File: config.mk
export PLATFORM = sky130hd
export DESIGN_NAME = routerOutputPort
export DESIGN_NICKNAME = d
export VERILOG_FILES = /design/src/routerPkg.sv /design/src/routerOutputPort.sv /design/src/apbRegs.sv /design/src/outputMux.sv /design/src/outputArbiter.sv /design/src/packetTimer.sv /design/src/flitFifo.sv
export SDC_FILE = /design/constraint.sdc
export NUM_CORES = 1
export LEC_CHECK = 0
export BUFFER_PORTS_ARGS = -buffer_cell sky130_fd_sc_hd__buf_2
export CORE_UTILIZATION = 50
export CTS_BUF_LIST = sky130_fd_sc_hd__clkbuf_2 sky130_fd_sc_hd__clkbuf_4 sky130_fd_sc_hd__clkbuf_8
export CTS_CLUSTER_DIAMETER = 100
export CTS_CLUSTER_SIZE = 24
export DETAILED_ROUTE_END_ITERATION = 8
export GPL_TIMING_DRIVEN = 0
export PLACE_DENSITY = 0.67
export SYNTH_ARGS = -nofsm -noshare
export SYNTH_HDL_FRONTEND = slang
export SYNTH_HIERARCHICAL = 1
export SYNTH_SLANG_ARGS = --single-unit
File: constraint.sdc
create_clock -name clk -period 12.57 [get_ports clk]
set_input_delay 2.514 -clock clk [delete_from_list [all_inputs] [get_ports clk]]
set_output_delay 2.514 -clock clk [all_outputs]
set_load 0.02 [all_outputs]
File: src/routerPkg.sv
package routerPkg;

  // router inputs, in rotation order.
  localparam int numPorts = 5;
  localparam int portL = 0;
  localparam int portN = 1;
  localparam int portE = 2;
  localparam int portW = 3;
  localparam int portS = 4;

  // flit layout is {id, body}.
  localparam int flitWidth = 16;
  localparam int flitIdWidth = 3;
  localparam int lengthWidth = 12; // header length field, counts the header too.

  // one-hot flit identifiers.
  localparam logic [flitIdWidth-1:0] idHeader = 3'b001;
  localparam logic [flitIdWidth-1:0] idBody = 3'b010;
  localparam logic [flitIdWidth-1:0] idTail = 3'b100;

  localparam int fifoDepth = 4;

  // APB map.
  localparam logic [7:0] addrCtrl = 8'h00;   // bit 0 is the enable.
  localparam logic [7:0] addrCount0 = 8'h04; // one counter per port, 4 bytes apart.
  localparam int countWidth = 16;

endpackage
File: src/routerOutputPort.sv
module routerOutputPort
  import routerPkg::*;
(
  input  logic                               clk,
  input  logic                               rst,
  input  logic [numPorts-1:0]                inValid,
  input  logic [numPorts-1:0][flitWidth-1:0] inFlit,
  output logic [numPorts-1:0]                inReady,
  output logic                               outValid,
  output logic [flitWidth-1:0]               outFlit,
  input  logic                               outReady,
  input  logic                               psel,
  input  logic                               penable,
  input  logic                               pwrite,
  input  logic [7:0]                         paddr,
  input  logic [31:0]                        pwdata,
  output logic [31:0]                        prdata,
  output logic                               pready
);

  logic [numPorts-1:0] push;
  logic [numPorts-1:0] full;
  logic [numPorts-1:0] notEmpty;
  logic [numPorts-1:0][flitWidth-1:0] headFlits;
  logic [numPorts-1:0] pop;
  logic [numPorts-1:0] lastFlit;
  logic [numPorts-1:0] grant;
  logic [numPorts-1:0] packetDone;
  logic enable;

  assign inReady = ~full;
  assign push = inValid & inReady;

  for (genvar i = 0; i < numPorts; i++)
  begin : gPort
    flitFifo queue (.clk(clk), .rst(rst), .push(push[i]), .pushFlit(inFlit[i]),
      .pop(pop[i]), .headFlit(headFlits[i]), .notEmpty(notEmpty[i]), .full(full[i]));

    packetTimer pktTimer (.clk(clk), .rst(rst), .pop(pop[i]), .headFlit(headFlits[i]),
      .lastFlit(lastFlit[i]));
  end

  outputArbiter arbiter (.clk(clk), .rst(rst), .enable(enable), .notEmpty(notEmpty),
    .pop(pop), .lastFlit(lastFlit), .grant(grant), .packetDone(packetDone));

  outputMux mux (.clk(clk), .rst(rst), .grant(grant), .notEmpty(notEmpty),
    .headFlits(headFlits), .outReady(outReady), .pop(pop), .outValid(outValid),
    .outFlit(outFlit));

  apbRegs regs (.clk(clk), .rst(rst), .psel(psel), .penable(penable), .pwrite(pwrite),
    .paddr(paddr), .pwdata(pwdata), .prdata(prdata), .pready(pready),
    .packetDone(packetDone), .enable(enable));

endmodule

File: src/apbRegs.sv
module apbRegs
  import routerPkg::*;
(
  input  logic                clk,
  input  logic                rst,
  input  logic                psel,
  input  logic                penable,
  input  logic                pwrite,
  input  logic [7:0]          paddr,
  input  logic [31:0]         pwdata,
  output logic [31:0]         prdata,
  output logic                pready,
  input  logic [numPorts-1:0] packetDone,
  output logic                enable
);

  logic [countWidth-1:0] pktCount [numPorts];
  logic [31:0] readData;

  assign pready = 1'b1; // no wait states.

  always_ff @(posedge clk)
  begin
    if (rst)
      enable <= 1'b0;
    else if (psel && penable && pwrite && paddr == addrCtrl)
      enable <= pwdata[0];
  end

  // counters stick at all ones.
  always_ff @(posedge clk)
  begin
    if (rst)
    begin
      for (int i = 0; i < numPorts; i++)
        pktCount[i] <= '0;
    end
    else
    begin
      for (int i = 0; i < numPorts; i++)
        if (packetDone[i] && pktCount[i] != '1)
          pktCount[i] <= pktCount[i] + 1'b1;
    end
  end

  always_comb
  begin
    readData = '0;
    if (paddr == addrCtrl)
      readData = {31'b0, enable};
    for (int i = 0; i < numPorts; i++)
      if (paddr == addrCount0 + 8'(4 * i))
        readData = 32'(pktCount[i]);
  end

  // sampled in setup, so it is ready for the access phase.
  always_ff @(posedge clk)
  begin
    if (rst)
      prdata <= '0;
    else if (psel && !penable && !pwrite)
      prdata <= readData;
  end

endmodule

File: src/outputMux.sv
module outputMux
  import routerPkg::*;
(
  input  logic                               clk,
  input  logic                               rst,
  input  logic [numPorts-1:0]                grant,
  input  logic [numPorts-1:0]                notEmpty,
  input  logic [numPorts-1:0][flitWidth-1:0] headFlits,
  input  logic                               outReady,
  output logic [numPorts-1:0]                pop,
  output logic                               outValid,
  output logic [flitWidth-1:0]               outFlit
);

  logic [flitWidth-1:0] selFlit;
  logic loadOk;

  always_comb
  begin
    selFlit = '0;
    for (int i = 0; i < numPorts; i++)
      if (grant[i])
        selFlit = headFlits[i];
  end

  assign loadOk = !outValid || outReady; // register empty or being drained.
  assign pop = grant & notEmpty & {numPorts{loadOk}};

  always_ff @(posedge clk)
  begin
    if (rst)
      outValid <= 1'b0;
    else if (|pop)
      outValid <= 1'b1;
    else if (outReady)
      outValid <= 1'b0;
  end

  always_ff @(posedge clk)
  begin
    if (|pop)
      outFlit <= selFlit;
  end

  assert property (@(posedge clk) disable iff (rst)
    (outValid && !outReady) |=> (outValid && $stable(outFlit)))
    else $error("outputMux: output changed while stalled");

endmodule

File: src/outputArbiter.sv
module outputArbiter
  import routerPkg::*;
(
  input  logic                clk,
  input  logic                rst,
  input  logic                enable,
  input  logic [numPorts-1:0] notEmpty,
  input  logic [numPorts-1:0] pop,
  input  logic [numPorts-1:0] lastFlit,
  output logic [numPorts-1:0] grant,
  output logic [numPorts-1:0] packetDone
);

  // a holding state carries the holder's port index.
  typedef enum logic [2:0] {
    holdL = 3'(portL),
    holdN = 3'(portN),
    holdE = 3'(portE),
    holdW = 3'(portW),
    holdS = 3'(portS),
    idle = 3'd7
  } stateT;

  stateT state;
  stateT nextState;
  stateT prevHolder;

  // first requester after the given port, wrapping round; idle if none.
  function automatic stateT pickNext(input logic [numPorts-1:0] req, input logic [2:0] after);
    stateT pick;
    int idx;
    pick = idle;
    for (int k = numPorts; k >= 1; k--)
    begin
      idx = (int'(after) + k) % numPorts;
      if (req[idx])
        pick = stateT'(idx);
    end
    return pick;
  endfunction

  always_comb
  begin
    for (int i = 0; i < numPorts; i++)
      grant[i] = (state == stateT'(i));
  end

  assign packetDone = pop & lastFlit & grant;

  always_comb
  begin
    nextState = state;
    if (state == idle)
    begin
      if (enable)
        nextState = pickNext(notEmpty, prevHolder);
    end
    else if (|packetDone)
    begin
      // the holder may be draining its only flit, so it is skipped here.
      if (enable)
        nextState = pickNext(notEmpty & ~grant, state);
      else
        nextState = idle;
    end
  end

  always_ff @(posedge clk)
  begin
    if (rst)
    begin
      state <= idle;
      prevHolder <= holdS; // so the first grant after reset starts at L.
    end
    else
    begin
      state <= nextState;
      if (state != idle)
        prevHolder <= state;
    end
  end

  assert property (@(posedge clk) disable iff (rst) $onehot0(grant))
    else $error("outputArbiter: more than one grant");

endmodule

File: src/packetTimer.sv
module packetTimer
  import routerPkg::*;
(
  input  logic                 clk,
  input  logic                 rst,
  input  logic                 pop,
  input  logic [flitWidth-1:0] headFlit,
  output logic                 lastFlit
);

  logic [flitIdWidth-1:0] headId;
  logic [lengthWidth-1:0] pktLength;
  logic [lengthWidth-1:0] count; // zero means idle.

  assign headId = headFlit[flitWidth-1 -: flitIdWidth];
  assign lastFlit = pop && (count != '0) && (count + 1'b1 == pktLength);

  always_ff @(posedge clk)
  begin
    if (rst)
      count <= '0;
    else if (pop)
    begin
      if (headId == idHeader)
        count <= 1; // header is flit one.
      else if (lastFlit)
        count <= '0;
      else if (count != '0)
        count <= count + 1'b1;
    end
  end

  always_ff @(posedge clk)
  begin
    if (pop && headId == idHeader)
      pktLength <= headFlit[lengthWidth-1:0];
  end

  assert property (@(posedge clk) disable iff (rst) (pop && headId == idHeader) |-> count == '0)
    else $error("packetTimer: header popped inside a packet");

  // the announced length must agree with where the sender put the tail.
  assert property (@(posedge clk) disable iff (rst)
    (pop && count != '0) |-> headId == (lastFlit ? idTail : idBody))
    else $error("packetTimer: flit id does not match the header length");

endmodule

File: src/flitFifo.sv
module flitFifo
  import routerPkg::*;
(
  input  logic                 clk,
  input  logic                 rst,
  input  logic                 push,
  input  logic [flitWidth-1:0] pushFlit,
  input  logic                 pop,
  output logic [flitWidth-1:0] headFlit,
  output logic                 notEmpty,
  output logic                 full
);

  logic [flitWidth-1:0] mem [fifoDepth];
  logic [$clog2(fifoDepth)-1:0] rdPtr;
  logic [$clog2(fifoDepth)-1:0] wrPtr;
  logic [$clog2(fifoDepth+1)-1:0] used;

  always_ff @(posedge clk)
  begin
    if (rst)
    begin
      rdPtr <= '0;
      wrPtr <= '0;
      used <= '0;
    end
    else
    begin
      if (push)
        wrPtr <= (wrPtr == fifoDepth - 1) ? '0 : wrPtr + 1'b1;
      if (pop)
        rdPtr <= (rdPtr == fifoDepth - 1) ? '0 : rdPtr + 1'b1;
      if (push && !pop)
        used <= used + 1'b1;
      else if (pop && !push)
        used <= used - 1'b1;
    end
  end

  always_ff @(posedge clk)
  begin
    if (push)
      mem[wrPtr] <= pushFlit;
  end

  // head is read straight from the array.
  assign headFlit = mem[rdPtr];
  assign notEmpty = (used != '0);
  assign full = (used == fifoDepth);

  // input side gates push with inReady, the mux gates pop with notEmpty.
  assert property (@(posedge clk) disable iff (rst) !(push && full) && !(pop && !notEmpty))
    else $error("flitFifo: push while full or pop while empty");

endmodule

### Word-level counts from Yosys, hierarchy flattened

Memory sizes are Yosys's and may differ from the RTL's. A register that Yosys moved wholly into a read port is not among the register bits.
Cells that the tools add are included.

* $add $sub $neg: 40
* divide/modulo/power cells: 10
* magnitude comparators: 10
* equal/unequal tests: 42
* muxes and demuxes: 134
* bitwise logic cells: 13
* reductions and logical operators: 81

Operators with widths (number)
* less-than comparator 32 x 5 -> 1 bit, second input constant: 10
* modulo 32 x 4 -> 32 bit, second input constant: 10
* two-way mux 16 bit: 15
* two-way mux 12 bit: 15
* adder 16 x 1 -> 16 bit, second input constant: 5
* != test 16 bit, second input constant: 5
* two-way mux 3 bit: 24
* adder 12 x 1 -> 12 bit, second input constant: 5
* equality test 12 bit: 5
* nonzero test 12 bit: 5
* two-way mux 1 bit: 50
* two-way mux 2 bit: 20
* logical AND 1 bit: 35
* AND 5 bit: 6
* binary-select mux 1 bit (select 3 bit): 10
* nonzero test 3 bit: 10
* equality test 3 bit, second input constant: 7
* adder 2 x 1 -> 2 bit, second input constant: 10
* equality test 2 bit, second input constant: 10
* equality test 3 x 1 -> 1 bit, second input constant: 6
* adder 3 x 2 -> 4 bit, second input constant: 4
* adder 3 x 3 -> 4 bit, second input constant: 4
* equality test 8 x 4 -> 1 bit, second input constant: 2
* equality test 8 x 5 -> 1 bit, second input constant: 2
* 16 further kinds: 55

* flip-flop bits (word level): 211
* RAM bits: 400
* bits of input ports: 131
* output and inout bits: 55
* word-level logic and storage cells: 367
* memories kept: 6

Memory list
* regs.pktCount: depth 5, bits a word 16, rd ports 5, clocked after memory_dff 0, wr ports 5, line apbRegs.sv:17 `logic [countWidth-1:0] pktCount [numPorts];`
* gPort[0].queue.mem: depth 4, bits a word 16, rd ports 1, clocked after memory_dff 1, wr ports 1, line flitFifo.sv:14 `logic [flitWidth-1:0] mem [fifoDepth];`
* gPort[1].queue.mem: depth 4, bits a word 16, rd ports 1, clocked after memory_dff 1, wr ports 1, line flitFifo.sv:14
* gPort[2].queue.mem: depth 4, bits a word 16, rd ports 1, clocked after memory_dff 1, wr ports 1, line flitFifo.sv:14
* gPort[3].queue.mem: depth 4, bits a word 16, rd ports 1, clocked after memory_dff 1, wr ports 1, line flitFifo.sv:14
* gPort[4].queue.mem: depth 4, bits a word 16, rd ports 1, clocked after memory_dff 1, wr ports 1, line flitFifo.sv:14

### Longest topological paths before layout

Gate-level depths: netlist of run 1.

* depth in word-level cells: 14
* mapped depth: 22
* depth with buffers taken out: 19

### By module

The synthesis of run 1 kept the hierarchy.

Modules (own cells, without submodules)
* flitFifo: instances 5, cells an instance 129, area each 2790.2 µm²
* packetTimer: instances 5, cells an instance 161, area each 1485.2 µm²
* apbRegs: instances 1, cells an instance 538, area each 5700.5 µm²
* outputArbiter: instances 1, cells an instance 572, area each 4078.9 µm²
* outputMux: instances 1, cells an instance 125, area each 1228.7 µm²
* routerOutputPort: instances 1, cells an instance 10, area each 50.0 µm²

### Worst setup path before layout of run 1

OpenSTA, ideal clock, no wires.

* path type: in2reg
* start: in outReady
* end: reg arbiter.state[1]
* arrival time: 5310 ps
* required time: 12449 ps
* path slack: 7139 ps
* stages: 13
* cells stage by stage: nor2b_1 > inv_1 > and3_1 > clkbuf_1 > nand4_1 > or4_4 > nor4_4 > and3_1 > nor4_1 > a31o_2 > or4_1 > a21oi_1 > nor4_1

* cells in the longest elaborated chain, start to end: 9
* elaborated cells on any way between the ends: 17
* those cells by class: bitwise: 3; reduce/logical: 14

RTL lines
* from (decl): line routerOutputPort.sv:11 `input logic outReady,`
* logical OR 1 bit: line outputMux.sv:26 `assign loadOk = !outValid || outReady;`
* AND 5 bit: line outputMux.sv:27 `assign pop = grant & notEmpty & {numPorts{loadOk}};`
* via pop[3]: line routerOutputPort.sv:25 `logic [numPorts-1:0] pop;`
* logical AND 1 bit (2 in a row): line packetTimer.sv:16 `assign lastFlit = pop && (count != '0) && (count + 1'b1 == pktLength);`
* via lastFlit[3]: line routerOutputPort.sv:26 `logic [numPorts-1:0] lastFlit;`
* AND 5 bit (2 in a row): line outputArbiter.sv:48 `assign packetDone = pop & lastFlit & grant;`
* via packetDone[3]: line routerOutputPort.sv:28 `logic [numPorts-1:0] packetDone;`
* OR reduction 5 bit: line outputArbiter.sv:58 `else if (|packetDone)`
* nonzero test 2 bit (no line)
* AND reduction 2 bit (no line)
* to (signal assigned): line outputArbiter.sv:72 `state <= idle;`
* to (signal assigned): line outputArbiter.sv:77 `state <= nextState;`
* to (decl): line outputArbiter.sv:24 `stateT state;`

The timed path passes the listed nets, and every way through them passes these cells.
A chain may end at the register's enable or synchronous reset.

### Worst setup path after layout of run 1

* start: reg arbiter.state[0]
* end: reg arbiter.state[1]

* elaborated cells on any way between the ends: 59
* those cells by class: add/sub: 5; div: 5; eq/ne: 6; mux: 23; bitwise: 6; reduce/logical: 14

RTL lines
* equality test 3 x 2 -> 1 bit: line outputArbiter.sv:45 `grant[i] = (state == stateT'(i));`
* via grant[2]: line routerOutputPort.sv:27 `logic [numPorts-1:0] grant;`
* AND 5 bit (2 in a row): line outputMux.sv:27
* via pop[2]: line routerOutputPort.sv:25
* logical AND 1 bit (2 in a row): line packetTimer.sv:16
* via lastFlit[2]: line routerOutputPort.sv:26
* AND 5 bit (2 in a row): line outputArbiter.sv:48
* via packetDone[2]: line routerOutputPort.sv:28
* OR reduction 5 bit: line outputArbiter.sv:58
* nonzero test 2 bit (no line)
* AND reduction 2 bit (no line)

The timed path passes the listed nets, and every way through them passes these cells. The select of a mux whose other input is x is not followed.

==> load_flow_metrics.sql, run 1 <==
INSERT INTO impl_metrics (metric_group, metric, value, unit) VALUES
('detailed_routing', 'post_drt_via_cell_ratio', '5.981', ''),
('synthesis', 'syn-instance-count', '2695', ''),
('worst_setup_path', 'timing.critical_path.fanout_max', '10', ''),
('timing', 'slew-limit-headroom', '32.50', '%'),
('timing', 'timing.final.setup_violations', '0', ''),
('global_routing', 'grt_pass1_vias', '22211', ''),
('global_routing', 'initial_antenna_violation_count', '14', ''),
('worst_setup_path', 'critical_path.max_stage_delay', '0.64', 'ns'),
('timing', 'period_needed', '6.696', 'ns'),
('worst_setup_path', 'critPathRequiredTime', '13.15', 'ns'),
('clocking', 'cts-root-to-sink-buffers', '3', ''),
('place', 'hpwl', '59500', 'µm'),
('timing', 'hold_ws', '0.5130', 'ns'),
('timing', 'worst_clock_skew', '0.05972', 'ns'),
('die', 'die-area', '65890', 'µm²'),
('global_routing', 'grt-ovfl-total', '0', ''),
('clocking', 'cts-htree-levels', '1', ''),
('place', 'gp_routability_congestion', '0.9463', ''),
('timing', 'grt_setup_unrepaired', 'no', ''),
('clocking', 'cts_repair_resizes', '0', ''),
('synthesis', 'number_of_enable_flip_flop_cells_after_synthesis', '476', ''),
('finish', 'areaGrowthSynthToFinish', '7.653', '%'),
('clocking', 'cts_root_buffer', 'clkbuf_8', ''),
('synthesis', 'synth_area_per_cell', '12.04', 'µm²'),
('die', 'fp-row-count', '93', ''),
('finish', 'nNetsFinal', '3119', ''),
('timing', 'post_route_setup_tns', '0', 'ns'),
('timing', 'max_clk_rate', '0.1493', 'GHz'),
('worst_setup_path', 'worstSetupPathType', 'reg2reg', ''),
('detailed_routing', 'ant_nets', '0', ''),
('run_status', 'run_status', 'complete, no violations', ''),
('worst_setup_path', 'critPathMostFrequentCell', 'clkbuf_1', ''),
('pwr', 'irDropWorstVdd', '0.0001218', 'V'),
('clocking', 'worst_skew_pair.late_latency', '0.74', 'ns'),
('clocking', 'clock_sinks', '605', ''),
('global_routing', 'maximum_number_of_pins_on_one_net_before_global_route_repair', '68', ''),
('detailed_routing', 'drt-pass1-iter-count', '5', ''),
('die', 'design.portCount', '186', ''),
('clocking', 'clk_pin_slew', '0.15', 'ns'),
('timing', 'layout_worst_path_cycle_share', '53.27', '%'),
('synthesis', 'netlist_area', '32430', 'µm²'),
('synthesis', 'count_of_different_cell_masters_after_synthesis', '104', ''),
('worst_setup_path', 'end_kind', 'flop', ''),
('detailed_routing', 'drc', '0', ''),
('place', 'placement.io_buffers', '134', ''),
('synthesis', 'part_of_the_yosys_area_used_for_sequential_elements', '52.03', '%'),
('pwr', 'power-per-cell-area', '126.6', 'nW/µm²'),
('synthesis', 'synth_area_leader_cell', 'edfxtp_1', ''),
('die', 'effective_utilization_at_floorplan', '50.50', '%'),
('worst_setup_path', 'critical_path.cell_chain', 'clkbuf_1 -> clkbuf_1 -> buf_1 -> inv_1 -> ha_1 -> nand2b_1 -> inv_1 -> buf_6 -> clkbuf_1 -> and3_1 -> clkbuf_1 -> nand4_1 -> or4_4 -> nor4_4 -> and3_1 -> nor4_1 -> a31o_2 -> or4_1 -> a21oi_1 -> nor4_1', ''),
('timing', 'layout_setup_ws', '5.874', 'ns'),
('global_routing', 'global_route.usage.total', '24.17', '%'),
('detailed_routing', 'wl_per_cell', '21.50', 'µm'),
('job', 'max-cap-violations', '0', ''),
('worst_setup_path', 'startpoint_class_of_the_critical_path', 'flop', ''),
('detailed_routing', 'via_count', '22505', ''),
('die', 'chipHeight', '256.7', 'µm'),
('worst_setup_path', 'crit_arrival', '7.28', 'ns'),
('worst_setup_path', 'critPathSlowestCell', 'nor4_4', ''),
('place', 'pre_cts_ws', '5.908', 'ns'),
('global_routing', 'grt_pass1_wl', '126000', 'µm'),
('synthesis', 'asyncSetResetFlopFracSynth', '0', '%'),
('clocking', 'cts_made_buffers', '30', ''),
('finish', 'final_layout_size_suffix_gt1_share', '14.72', '%'),
('min_path', 'hold_path_class', 'reg2reg', ''),
('synthesis', 'synthFlopType', 'edfxtp_1', ''),
('timing', 'maxSlewViolCount', '0', ''),
('synthesis', 'netlist_top_cells_area', 'edfxtp_1 (44%), dfxtp_1 (8.0%), ha_1 (4.0%)', ''),
('worst_setup_path', 'timing.critical_path.max_delay_family', 'simple AND/OR/NAND/NOR gates', ''),
('synthesis', 'synth.ff_latch_count', '605', ''),
('timing', 'hold_viol_final', '0', '');
[registers in the layout (all words and copies together) (netlist names), named ones only]
signal,count
gPort.queue/rdPtr,10
gPort.queue/used,15
gPort.pktTimer/pktLength,60
mux/outValid,1
regs/pktCount,80
arbiter/prevHolder,3
regs/enable,1
regs/prdata,16
gPort.pktTimer/count,60
arbiter/state,3
mux/outFlit,16
gPort.queue/mem,320
gPort.queue/wrPtr,10
[tightest hold or removal path, delay by kind of cell (launching register included)]
| family | cells | cell delay, ns |
|---|---|---|
| compound gates | 2 | 0.13 |
| flops | 1 | 0.35 |
[synth_stat cells, types with 17 or more instances]
master    number
or2_2         22
inv_1        124
xor2_1        95
clkbuf_1      63
nor2b_1       33
or3_1         30
nor4_1        29
a31oi_1       25
buf_6         17
nand4_1       28
mux4_2        52
a21oi_1      125
nand2b_1      39
dfxtp_1      129
and3_1        28
buf_2         28
nor3b_1       30
nor2_1       143
buf_4         33
a21o_1        35
a22oi_1       34
nand3b_1      25
a211oi_1      26
ha_1         104
mux2_2        19
o21ai_0       57
nand3_1       86
o22ai_1       32
xnor2_1       64
edfxtp_1     476
mux2i_1       56
and2_1        43
mux4_1        30
nand2_1      171
nor3_1        58
[through the flow]
stage	util [%]	cells	cell area [µm²]	total power (W)
after floorplan	-	2710	32490	0.003196
after global placement	53.29	3699	34230	0.003493
after detailed placement	53.34	3700	34260	0.003538
after CTS	54.33	3756	34900	0.004438
after global routing	54.34	3758	34900	0.004622
final	54.36	3763	34920	0.004419
[path summary, 6_finish.rpt]
| path | startpoint | end | slack (ns) | cells past startpoint |
|---|---|---|---|---|
| worst max-delay path | arbiter/state[0]$_SDFFE_PP1P_ | arbiter/state[1]$_SDFFE_PP1P_ | 5.87 | 20 |
| worst min-delay path | gPort[4].queue/used[2]$_SDFFE_PP0P_ | gPort[4].queue/used[2]$_SDFFE_PP0P_ | 0.51 | 2 |
| worst max register to register | arbiter/state[0]$_SDFFE_PP1P_ | arbiter/state[1]$_SDFFE_PP1P_ | 5.87 | 20 |
| worst min register to register | gPort[4].queue/used[2]$_SDFFE_PP0P_ | gPort[4].queue/used[2]$_SDFFE_PP0P_ | 0.51 | 2 |
[report_power, final]
part           switching, W  internal, W  total, W  leakage [nW]
sequential        0.0000605      0.00229   0.00235          5.49
combinational      0.000722     0.000447   0.00117          6.44
clock              0.000605     0.000299  0.000904         0.344
total               0.00139      0.00303   0.00442          12.3
[cell usage in the layout (no fill, tap or decap), types with 32 or more instances in the layout]
cell and n:
inv_1 124, o21ai_0 57, nand2b_1 39, clkbuf_1 63, buf_4 34, nor2_1 142, mux2i_1 56, a21oi_1 125
ha_1 104, a21o_1 35, edfxtp_1 476, o22ai_1 32, buf_2 161, nor2b_1 33, xnor2_1 64, nor3_1 58
dfxtp_1 129, a22oi_1 34, and2_1 43, nand2_1 171, nand3_1 86, mux4_2 52, xor2_1 95
[cells by family (layout without fill, tap and decap cells)]
logic type                 after synthesis  in the layout  share of synthesized area [%]
muxes                                  157            157                          8.429
AOI/OAI and AO/OA                      545            545                          12.00
DFF                                    605            605                          52.03
adders and majority gates              111            111                          4.444
xor gates and xnor gates               161            161                          4.429
other                                    2             24                        0.02315
and+or+nand+nor                        839            839                          14.32
buffers and inverters                  275            466                          4.324
[routing by layer]
layer	part of all wire [%]	track usage, %
met5	0.096	0
met4	2.8	6.696
met3	6.2	3.944
met2	48	40.90
met1	42	32.09
[area by class of cell]
cell class              count  area (µm²)
diodes                      7       17.52
clock buffers              51       570.5
inverters                 126       475.5
repair buffers            135       700.7
fillers                  5500       29310
multi-input cells        1830       14210
plain buffers             149       927.1
clock inverters             5       65.06
well taps                 855        1070
flip-flops and latches    605       16880
(Power assumes the default switching activity.)
==> inputs of run 2 (changes only) <==
Clock period 12.57 ns to 6.2 ns, I/O delays scaled along.
==> load_flow_metrics.sql, run 2 (synthesis gave the netlist of run 1 again) <==
INSERT INTO impl_metrics (metric_group, metric, value, unit) VALUES
('timing', 'worst_clock_skew', '0.06352', 'ns'),
('detailed_routing', 'detail_route.iter0.violations', '1802', ''),
('place', 'place.detailed.instances', '3700', ''),
('global_routing', 'grt-ovfl-total', '0', ''),
('clocking', 'clock_sinks', '605', ''),
('worst_setup_path', 'setup.worst_path.start', 'arbiter/state[0]$_SDFFE_PP1P_', ''),
('place', 'placement.io_buffers', '134', ''),
('place', 'detailed_place.area', '34260', 'µm²'),
('finish', 'largest_register', 'gPort.queue/mem', ''),
('place', 'gp_routability_congestion', '0.9463', ''),
('finish', 'finalInstanceArea', '34950', 'µm²'),
('global_routing', 'grt_pass1_wl', '126100', 'µm'),
('finish', 'largest_register_ffs', '320', ''),
('worst_setup_path', 'worst_flop_to_flop_path_startpoint', 'arbiter/state[0]$_SDFFE_PP1P_', ''),
('die', 'core', '64230', 'µm²'),
('detailed_routing', 'drc', '0', ''),
('detailed_routing', 'drt-pass1-iter-count', '7', ''),
('detailed_routing', 'ant_nets', '0', ''),
('timing', 'maxSlewViolCount', '0', ''),
('timing', 'hold_viol_final', '0', ''),
('detailed_routing', 'post_drt_via_cell_ratio', '5.972', ''),
('timing', 'hold_ws', '0.5123', 'ns'),
('finish', 'final_util', '54.42', '%'),
('pwr', 'p_leak', '12.30', 'nW'),
('global_routing', 'grt_pass1_vias', '22203', ''),
('timing', 'max_clk_rate', '0.1694', 'GHz'),
('timing', 'period_needed', '5.904', 'ns'),
('detailed_routing', 'via_count', '22477', ''),
('detailed_routing', 'wl_per_cell', '21.48', 'µm'),
('worst_setup_path', 'timing.critical_path.fanout_max', '16', ''),
('worst_setup_path', 'end_kind', 'flop', ''),
('die', 'fp-row-count', '93', ''),
('timing', 'grt_setup_unrepaired', 'no', ''),
('finish', 'nFillCells', '5496', ''),
('clocking', 'cts-root-to-sink-buffers', '3', ''),
('finish', 'nNetsFinal', '3121', ''),
('timing', 'timing.final.setup_violations', '0', ''),
('worst_setup_path', 'reg2reg_depth', '16', ''),
('clocking', 'cts_made_buffers', '30', ''),
('finish', 'final_layout_size_suffix_gt1_share', '15.19', '%'),
('place', 'hpwl', '59500', 'µm'),
('worst_setup_path', 'regToRegEndpoint', 'regs/pktCount[0][14]$_SDFFCE_PN0P_', ''),
('finish', 'biggestRegsByFlops', 'gPort.queue/mem x320, regs/pktCount x80', ''),
('pwr', 'irDropWorstVdd', '0.0002469', 'V'),
('finish', 'layout_cells_excl_fill', '3764', ''),
('worst_setup_path', 'critPathRequiredTime', '6.57', 'ns'),
('die', 'chipHeight', '256.7', 'µm'),
('global_routing', 'global_route.usage.total', '24.19', '%'),
('timing', 'post_route_setup_tns', '0', 'ns'),
('die', 'design.portCount', '186', ''),
('worst_setup_path', 'r2r_slack', '0.30', 'ns'),
('job', 'max-cap-violations', '0', ''),
('finish', 'most-common-layout-cells', 'edfxtp_1 (476), nand2_1 (171), buf_2 (162)', ''),
('timing', 'layout_worst_path_cycle_share', '95.23', '%'),
('min_path', 'hold_path_class', 'reg2reg', ''),
('global_routing', 'initial_antenna_violation_count', '14', ''),
('timing', 'worst-slew-pin-transition', '1.024', 'ns'),
('clocking', 'cts-htree-levels', '1', ''),
('worst_setup_path', 'worstSetupPathType', 'reg2reg', ''),
('finish', 'layout.cells.most_common', 'edfxtp_1', ''),
('worst_setup_path', 'startpoint_class_of_the_critical_path', 'flop', ''),
('global_routing', 'maximum_number_of_pins_on_one_net_before_global_route_repair', '68', ''),
('finish', 'areaGrowthSynthToFinish', '7.765', '%'),
('worst_setup_path', 'critical_path.endpoint', 'regs/pktCount[0][14]$_SDFFCE_PN0P_', ''),
('pwr', 'power-per-cell-area', '256.3', 'nW/µm²'),
('clocking', 'tritoncts', 'done', ''),
('die', 'effective_utilization_at_floorplan', '50.50', '%'),
('clocking', 'clk_pin_slew', '0.15', 'ns'),
('run_status', 'run_status', 'complete, no violations', ''),
('detailed_routing', 'wl', '80870', 'µm'),
('clocking', 'cts_root_buffer', 'clkbuf_8', ''),
('die', 'die_width', '256.7', 'µm'),
('timing', 'slew-limit-headroom', '31.75', '%'),
('die', 'die-area', '65890', 'µm²'),
('clocking', 'worst_skew_pair.late_latency', '0.74', 'ns'),
('worst_setup_path', 'crit_arrival', '6.27', 'ns');
[run 2: where the power goes]
group | internal, W | switching (W) | leakage [nW]
Sequential | 0.00464 | 0.000123 | 5.49
Combinational | 0.000907 | 0.00146 | 6.47
Clock | 0.000606 | 0.00122 | 0.344
Total | 0.00615 | 0.00281 | 12.3
[run 2: worst max-delay path, cell delays in order (launching register included)]
cell and delay, ns:
dfxtp_1 0.47, clkbuf_2 0.27, clkbuf_2 0.24, buf_2 0.24
inv_1 0.25, ha_1 0.44, nand2b_1 0.17, inv_1 0.15
and3_1 0.29, clkbuf_1 0.42, nand4_1 0.13, or4_4 0.48
nor4_4 0.56, and3_1 0.44, inv_1 0.09, a311oi_1 0.45
or2_2 0.47
[run 2: how the worst min path moves through the flow]
stage	startpoint	to	slack, ns	depth (start not counted)
after floorplan	gPort[0].queue/used[2]$_SDFFE_PP0P_	gPort[0].queue/used[2]$_SDFFE_PP0P_	0.46	2
after CTS	gPort[4].queue/used[2]$_SDFFE_PP0P_	gPort[4].queue/used[2]$_SDFFE_PP0P_	0.51	2
after global placement	gPort[0].queue/used[2]$_SDFFE_PP0P_	gPort[0].queue/used[2]$_SDFFE_PP0P_	0.47	2
after detailed placement	gPort[4].queue/used[2]$_SDFFE_PP0P_	gPort[4].queue/used[2]$_SDFFE_PP0P_	0.48	2
final	gPort[4].queue/used[2]$_SDFFE_PP0P_	gPort[4].queue/used[2]$_SDFFE_PP0P_	0.51	2
after global routing	gPort[1].queue/used[2]$_SDFFE_PP0P_	gPort[1].queue/used[2]$_SDFFE_PP0P_	0.55	2
[run 2: through the flow]
step                total power, W  setup WS [ns]
CTS                       0.008999        0.06633
floorplan                 0.006480          1.329
global route              0.009370        0.04482
finish                    0.008958         0.2956
detailed placement        0.007174        -0.3568
global placement          0.007082        -0.3821
[run 2: timing repair]
item,in CTS,in global routing
pin swaps,3,2
setup endpoints to repair,115,131
gates cloned,0,0
resized for setup,4,8
setup buffers,2,2
hold buffers,0,0
hold endpoints to repair,0,0
[run 2: metal layers]
metal	GRT usage [%]	vias up	share of wire, %
met2	41.04	615	49
li1	-	10586	-
met3	3.875	115	5.9
met4	6.614	12	2.9
met5	0	-	0.096
met1	32.11	11149	43
[run 2: final cells by class]
type                       count  area, µm²  area share (%)
tap                          855       1070           3.061
timing repair buffer         139      730.7           2.090
multi-input combinational   1830      14220           40.68
buffer                       147      928.4           2.656
inverter                     126      479.2           1.371
clock inverter                 5      65.06          0.1861
clock buffer                  51      570.5           1.632
sequential                   605      16880           48.29
antenna                        6      15.01         0.04296
==> inputs of run 3 (changes only) <==
Settings changed: RECOVER_POWER from default to 100.
Clock period 6.2 ns to 7 ns, I/O delays scaled along.
==> load_flow_metrics.sql, run 3 (synthesis gave the netlist of run 1 again) <==
INSERT INTO impl_metrics (metric_group, metric, value, unit) VALUES
('die', 'design.portCount', '186', ''),
('global_routing', 'global_route.usage.total', '24.17', '%'),
('place', 'place.detailed.instances', '3700', ''),
('finish', 'biggestRegsByFlops', 'gPort.queue/mem x320, regs/pktCount x80', ''),
('timing', 'hold_ws', '0.5129', 'ns'),
('global_routing', 'grt_pass1_vias', '22211', ''),
('timing', 'slew-limit-headroom', '-6.323', '%'),
('detailed_routing', 'detail_route.iter0.violations', '1866', ''),
('detailed_routing', 'drc', '0', ''),
('detailed_routing', 'post_drt_via_cell_ratio', '5.981', ''),
('timing', 'hold_viol_final', '0', ''),
('finish', 'layout.cells.most_common', 'edfxtp_1', ''),
('clocking', 'cts-htree-levels', '1', ''),
('run_status', 'failed_checks', 'capacitance limit, slew limit', ''),
('finish', 'areaGrowthSynthToFinish', '6.296', '%'),
('finish', 'final_layout_size_suffix_gt1_share', '9.100', '%'),
('die', 'die_width', '256.7', 'µm'),
('worst_setup_path', 'crit_arrival', '7.18', 'ns'),
('min_path', 'hold_path_class', 'reg2reg', ''),
('worst_setup_path', 'worstSetupPathType', 'reg2reg', ''),
('detailed_routing', 'wl_per_cell', '21.46', 'µm'),
('timing', 'worst-slew-pin-transition', '1.589', 'ns'),
('detailed_routing', 'wl', '80700', 'µm'),
('worst_setup_path', 'reg2reg_depth', '20', ''),
('clocking', 'holdBufCountCts', '0', ''),
('pwr', 'p_leak', '11.80', 'nW'),
('die', 'core', '64230', 'µm²'),
('clocking', 'cts_root_buffer', 'clkbuf_8', ''),
('worst_setup_path', 'end_kind', 'flop', ''),
('min_path', 'hold_path_cell_cnt', '2', ''),
('clocking', 'clk_pin_slew', '0.15', 'ns'),
('place', 'placement.io_buffers', '134', ''),
('finish', 'layout_cells_excl_fill', '3761', ''),
('run_status', 'run_status', 'complete, but fails checks', ''),
('clocking', 'clock_sinks', '605', ''),
('finish', 'nFillCells', '5610', ''),
('timing', 'maxSlewViolCount', '17', ''),
('detailed_routing', 'drt-pass1-iter-count', '6', ''),
('global_routing', 'maximum_number_of_pins_on_one_net_before_global_route_repair', '68', ''),
('place', 'gp_routability_congestion', '0.9463', ''),
('die', 'fp-row-count', '93', ''),
('pwr', 'power-per-cell-area', '229.6', 'nW/µm²'),
('timing', 'grt_setup_unrepaired', 'no', ''),
('global_routing', 'initial_antenna_violation_count', '13', ''),
('die', 'chipHeight', '256.7', 'µm'),
('finish', 'multiInputGateArea', '14080', 'µm²'),
('place', 'hpwl', '59500', 'µm'),
('finish', 'largest_register', 'gPort.queue/mem', ''),
('worst_setup_path', 'timing.critical_path.fanout_max', '10', ''),
('detailed_routing', 'via_count', '22495', ''),
('die', 'die-area', '65890', 'µm²'),
('timing', 'max_clk_rate', '0.1516', 'GHz'),
('finish', 'most-common-layout-cells', 'edfxtp_1 (476), clkbuf_1 (198), nand2_1 (171)', ''),
('worst_setup_path', 'r2r_slack', '0.41', 'ns'),
('worst_setup_path', 'critPathRequiredTime', '7.58', 'ns'),
('worst_setup_path', 'startpoint_class_of_the_critical_path', 'flop', ''),
('clocking', 'worst_skew_pair.late_latency', '0.74', 'ns'),
('finish', 'largest_register_ffs', '320', ''),
('clocking', 'cts-root-to-sink-buffers', '3', ''),
('global_routing', 'grt-ovfl-total', '0', ''),
('timing', 'layout_worst_path_cycle_share', '94.21', '%'),
('timing', 'post_route_setup_tns', '0', 'ns'),
('pwr', 'irDropWorstVdd', '0.0002176', 'V'),
('clocking', 'cts_made_buffers', '30', ''),
('job', 'max-cap-violations', '1', ''),
('timing', 'timing.final.setup_violations', '0', ''),
('timing', 'worst_clock_skew', '0.06075', 'ns'),
('global_routing', 'grt_pass1_wl', '126000', 'µm'),
('detailed_routing', 'ant_nets', '0', ''),
('finish', 'ff_latch_area', '16880', 'µm²'),
('finish', 'nNetsFinal', '3119', ''),
('clocking', 'tritoncts', 'done', ''),
('die', 'effective_utilization_at_floorplan', '50.50', '%'),
('timing', 'period_needed', '6.595', 'ns');
==> run 3: cell type report <==
class	instances	area share, %
Sequential cell	605	48.95
Timing Repair Buffer	135	1.597
Tap cell	855	3.103
Antenna cell	5	0.03629
Buffer	149	2.243
Clock buffer	51	1.655
Multi-Input combinational cell	1830	40.85
Clock inverter	5	0.1887
Inverter	126	1.379
==> run 3: what timing repair did <==
action | 4_1_cts | 5_1_grt
gates resized for setup | 0 | 3
setup buffers | 0 | 0
endpoints found under the setup margin | 0 | 4
==> run 3: per-stage QoR <==
| step | setup WS, ns | power (W) | util [%] | instance area [µm²] |
|---|---|---|---|---|
| 5_1_grt | 0.07189 | 0.008281 | 53.66 | 34470 |
| 6_report | 0.4050 | 0.007914 | 53.68 | 34480 |
| 2_1_floorplan | 2.129 | 0.005740 | - | 32490 |
| 3_3_place_gp | 0.4179 | 0.006272 | 53.29 | 34230 |
| 3_5_place_dp | 0.4432 | 0.006354 | 53.34 | 34260 |
| 4_1_cts | 0.3682 | 0.007970 | 54.33 | 34900 |
==> run 3: critical path, stage by stage (launching register included) <==
cell and delay [ns]:
dfxtp_1 0.47, clkbuf_1 0.30, clkbuf_1 0.30, clkbuf_2 0.28, inv_1 0.28, ha_1 0.33
nand2b_1 0.21, inv_1 0.14, buf_6 0.15, clkbuf_1 0.37, and3_1 0.35, clkbuf_1 0.40
nand4_1 0.13, or4_1 0.51, nor4_4 0.61, and3_1 0.44, nor4_1 0.11, a31o_1 0.31
or4_1 0.54, a21oi_1 0.16, nor4_1 0.07
==> run 3: report_power, final <==
group          internal, W  total, W  switching [W]
Combinational     0.000784   0.00208        0.00129
Sequential         0.00411   0.00422       0.000109
Clock             0.000537   0.00162        0.00109
Total              0.00543   0.00791        0.00249
==> run 3: path summary, 6_finish.rpt <==
path / startpoint / to
max: arbiter/state[0]$_SDFFE_PP1P_ / arbiter/state[1]$_SDFFE_PP1P_
min: gPort[4].queue/used[2]$_SDFFE_PP0P_ / gPort[4].queue/used[2]$_SDFFE_PP0P_
max reg2reg: arbiter/state[0]$_SDFFE_PP1P_ / arbiter/state[1]$_SDFFE_PP1P_
min reg2reg: gPort[4].queue/used[2]$_SDFFE_PP0P_ / gPort[4].queue/used[2]$_SDFFE_PP0P_
==> run 3: layer usage <==
layer	GRT usage, %	wire length (µm)	up-vias
met1	32.09	34110	11112
li1	-	-	10581
met3	3.944	5231	120
met4	6.696	2368	12
met2	40.90	38920	670
met5	0	73	-
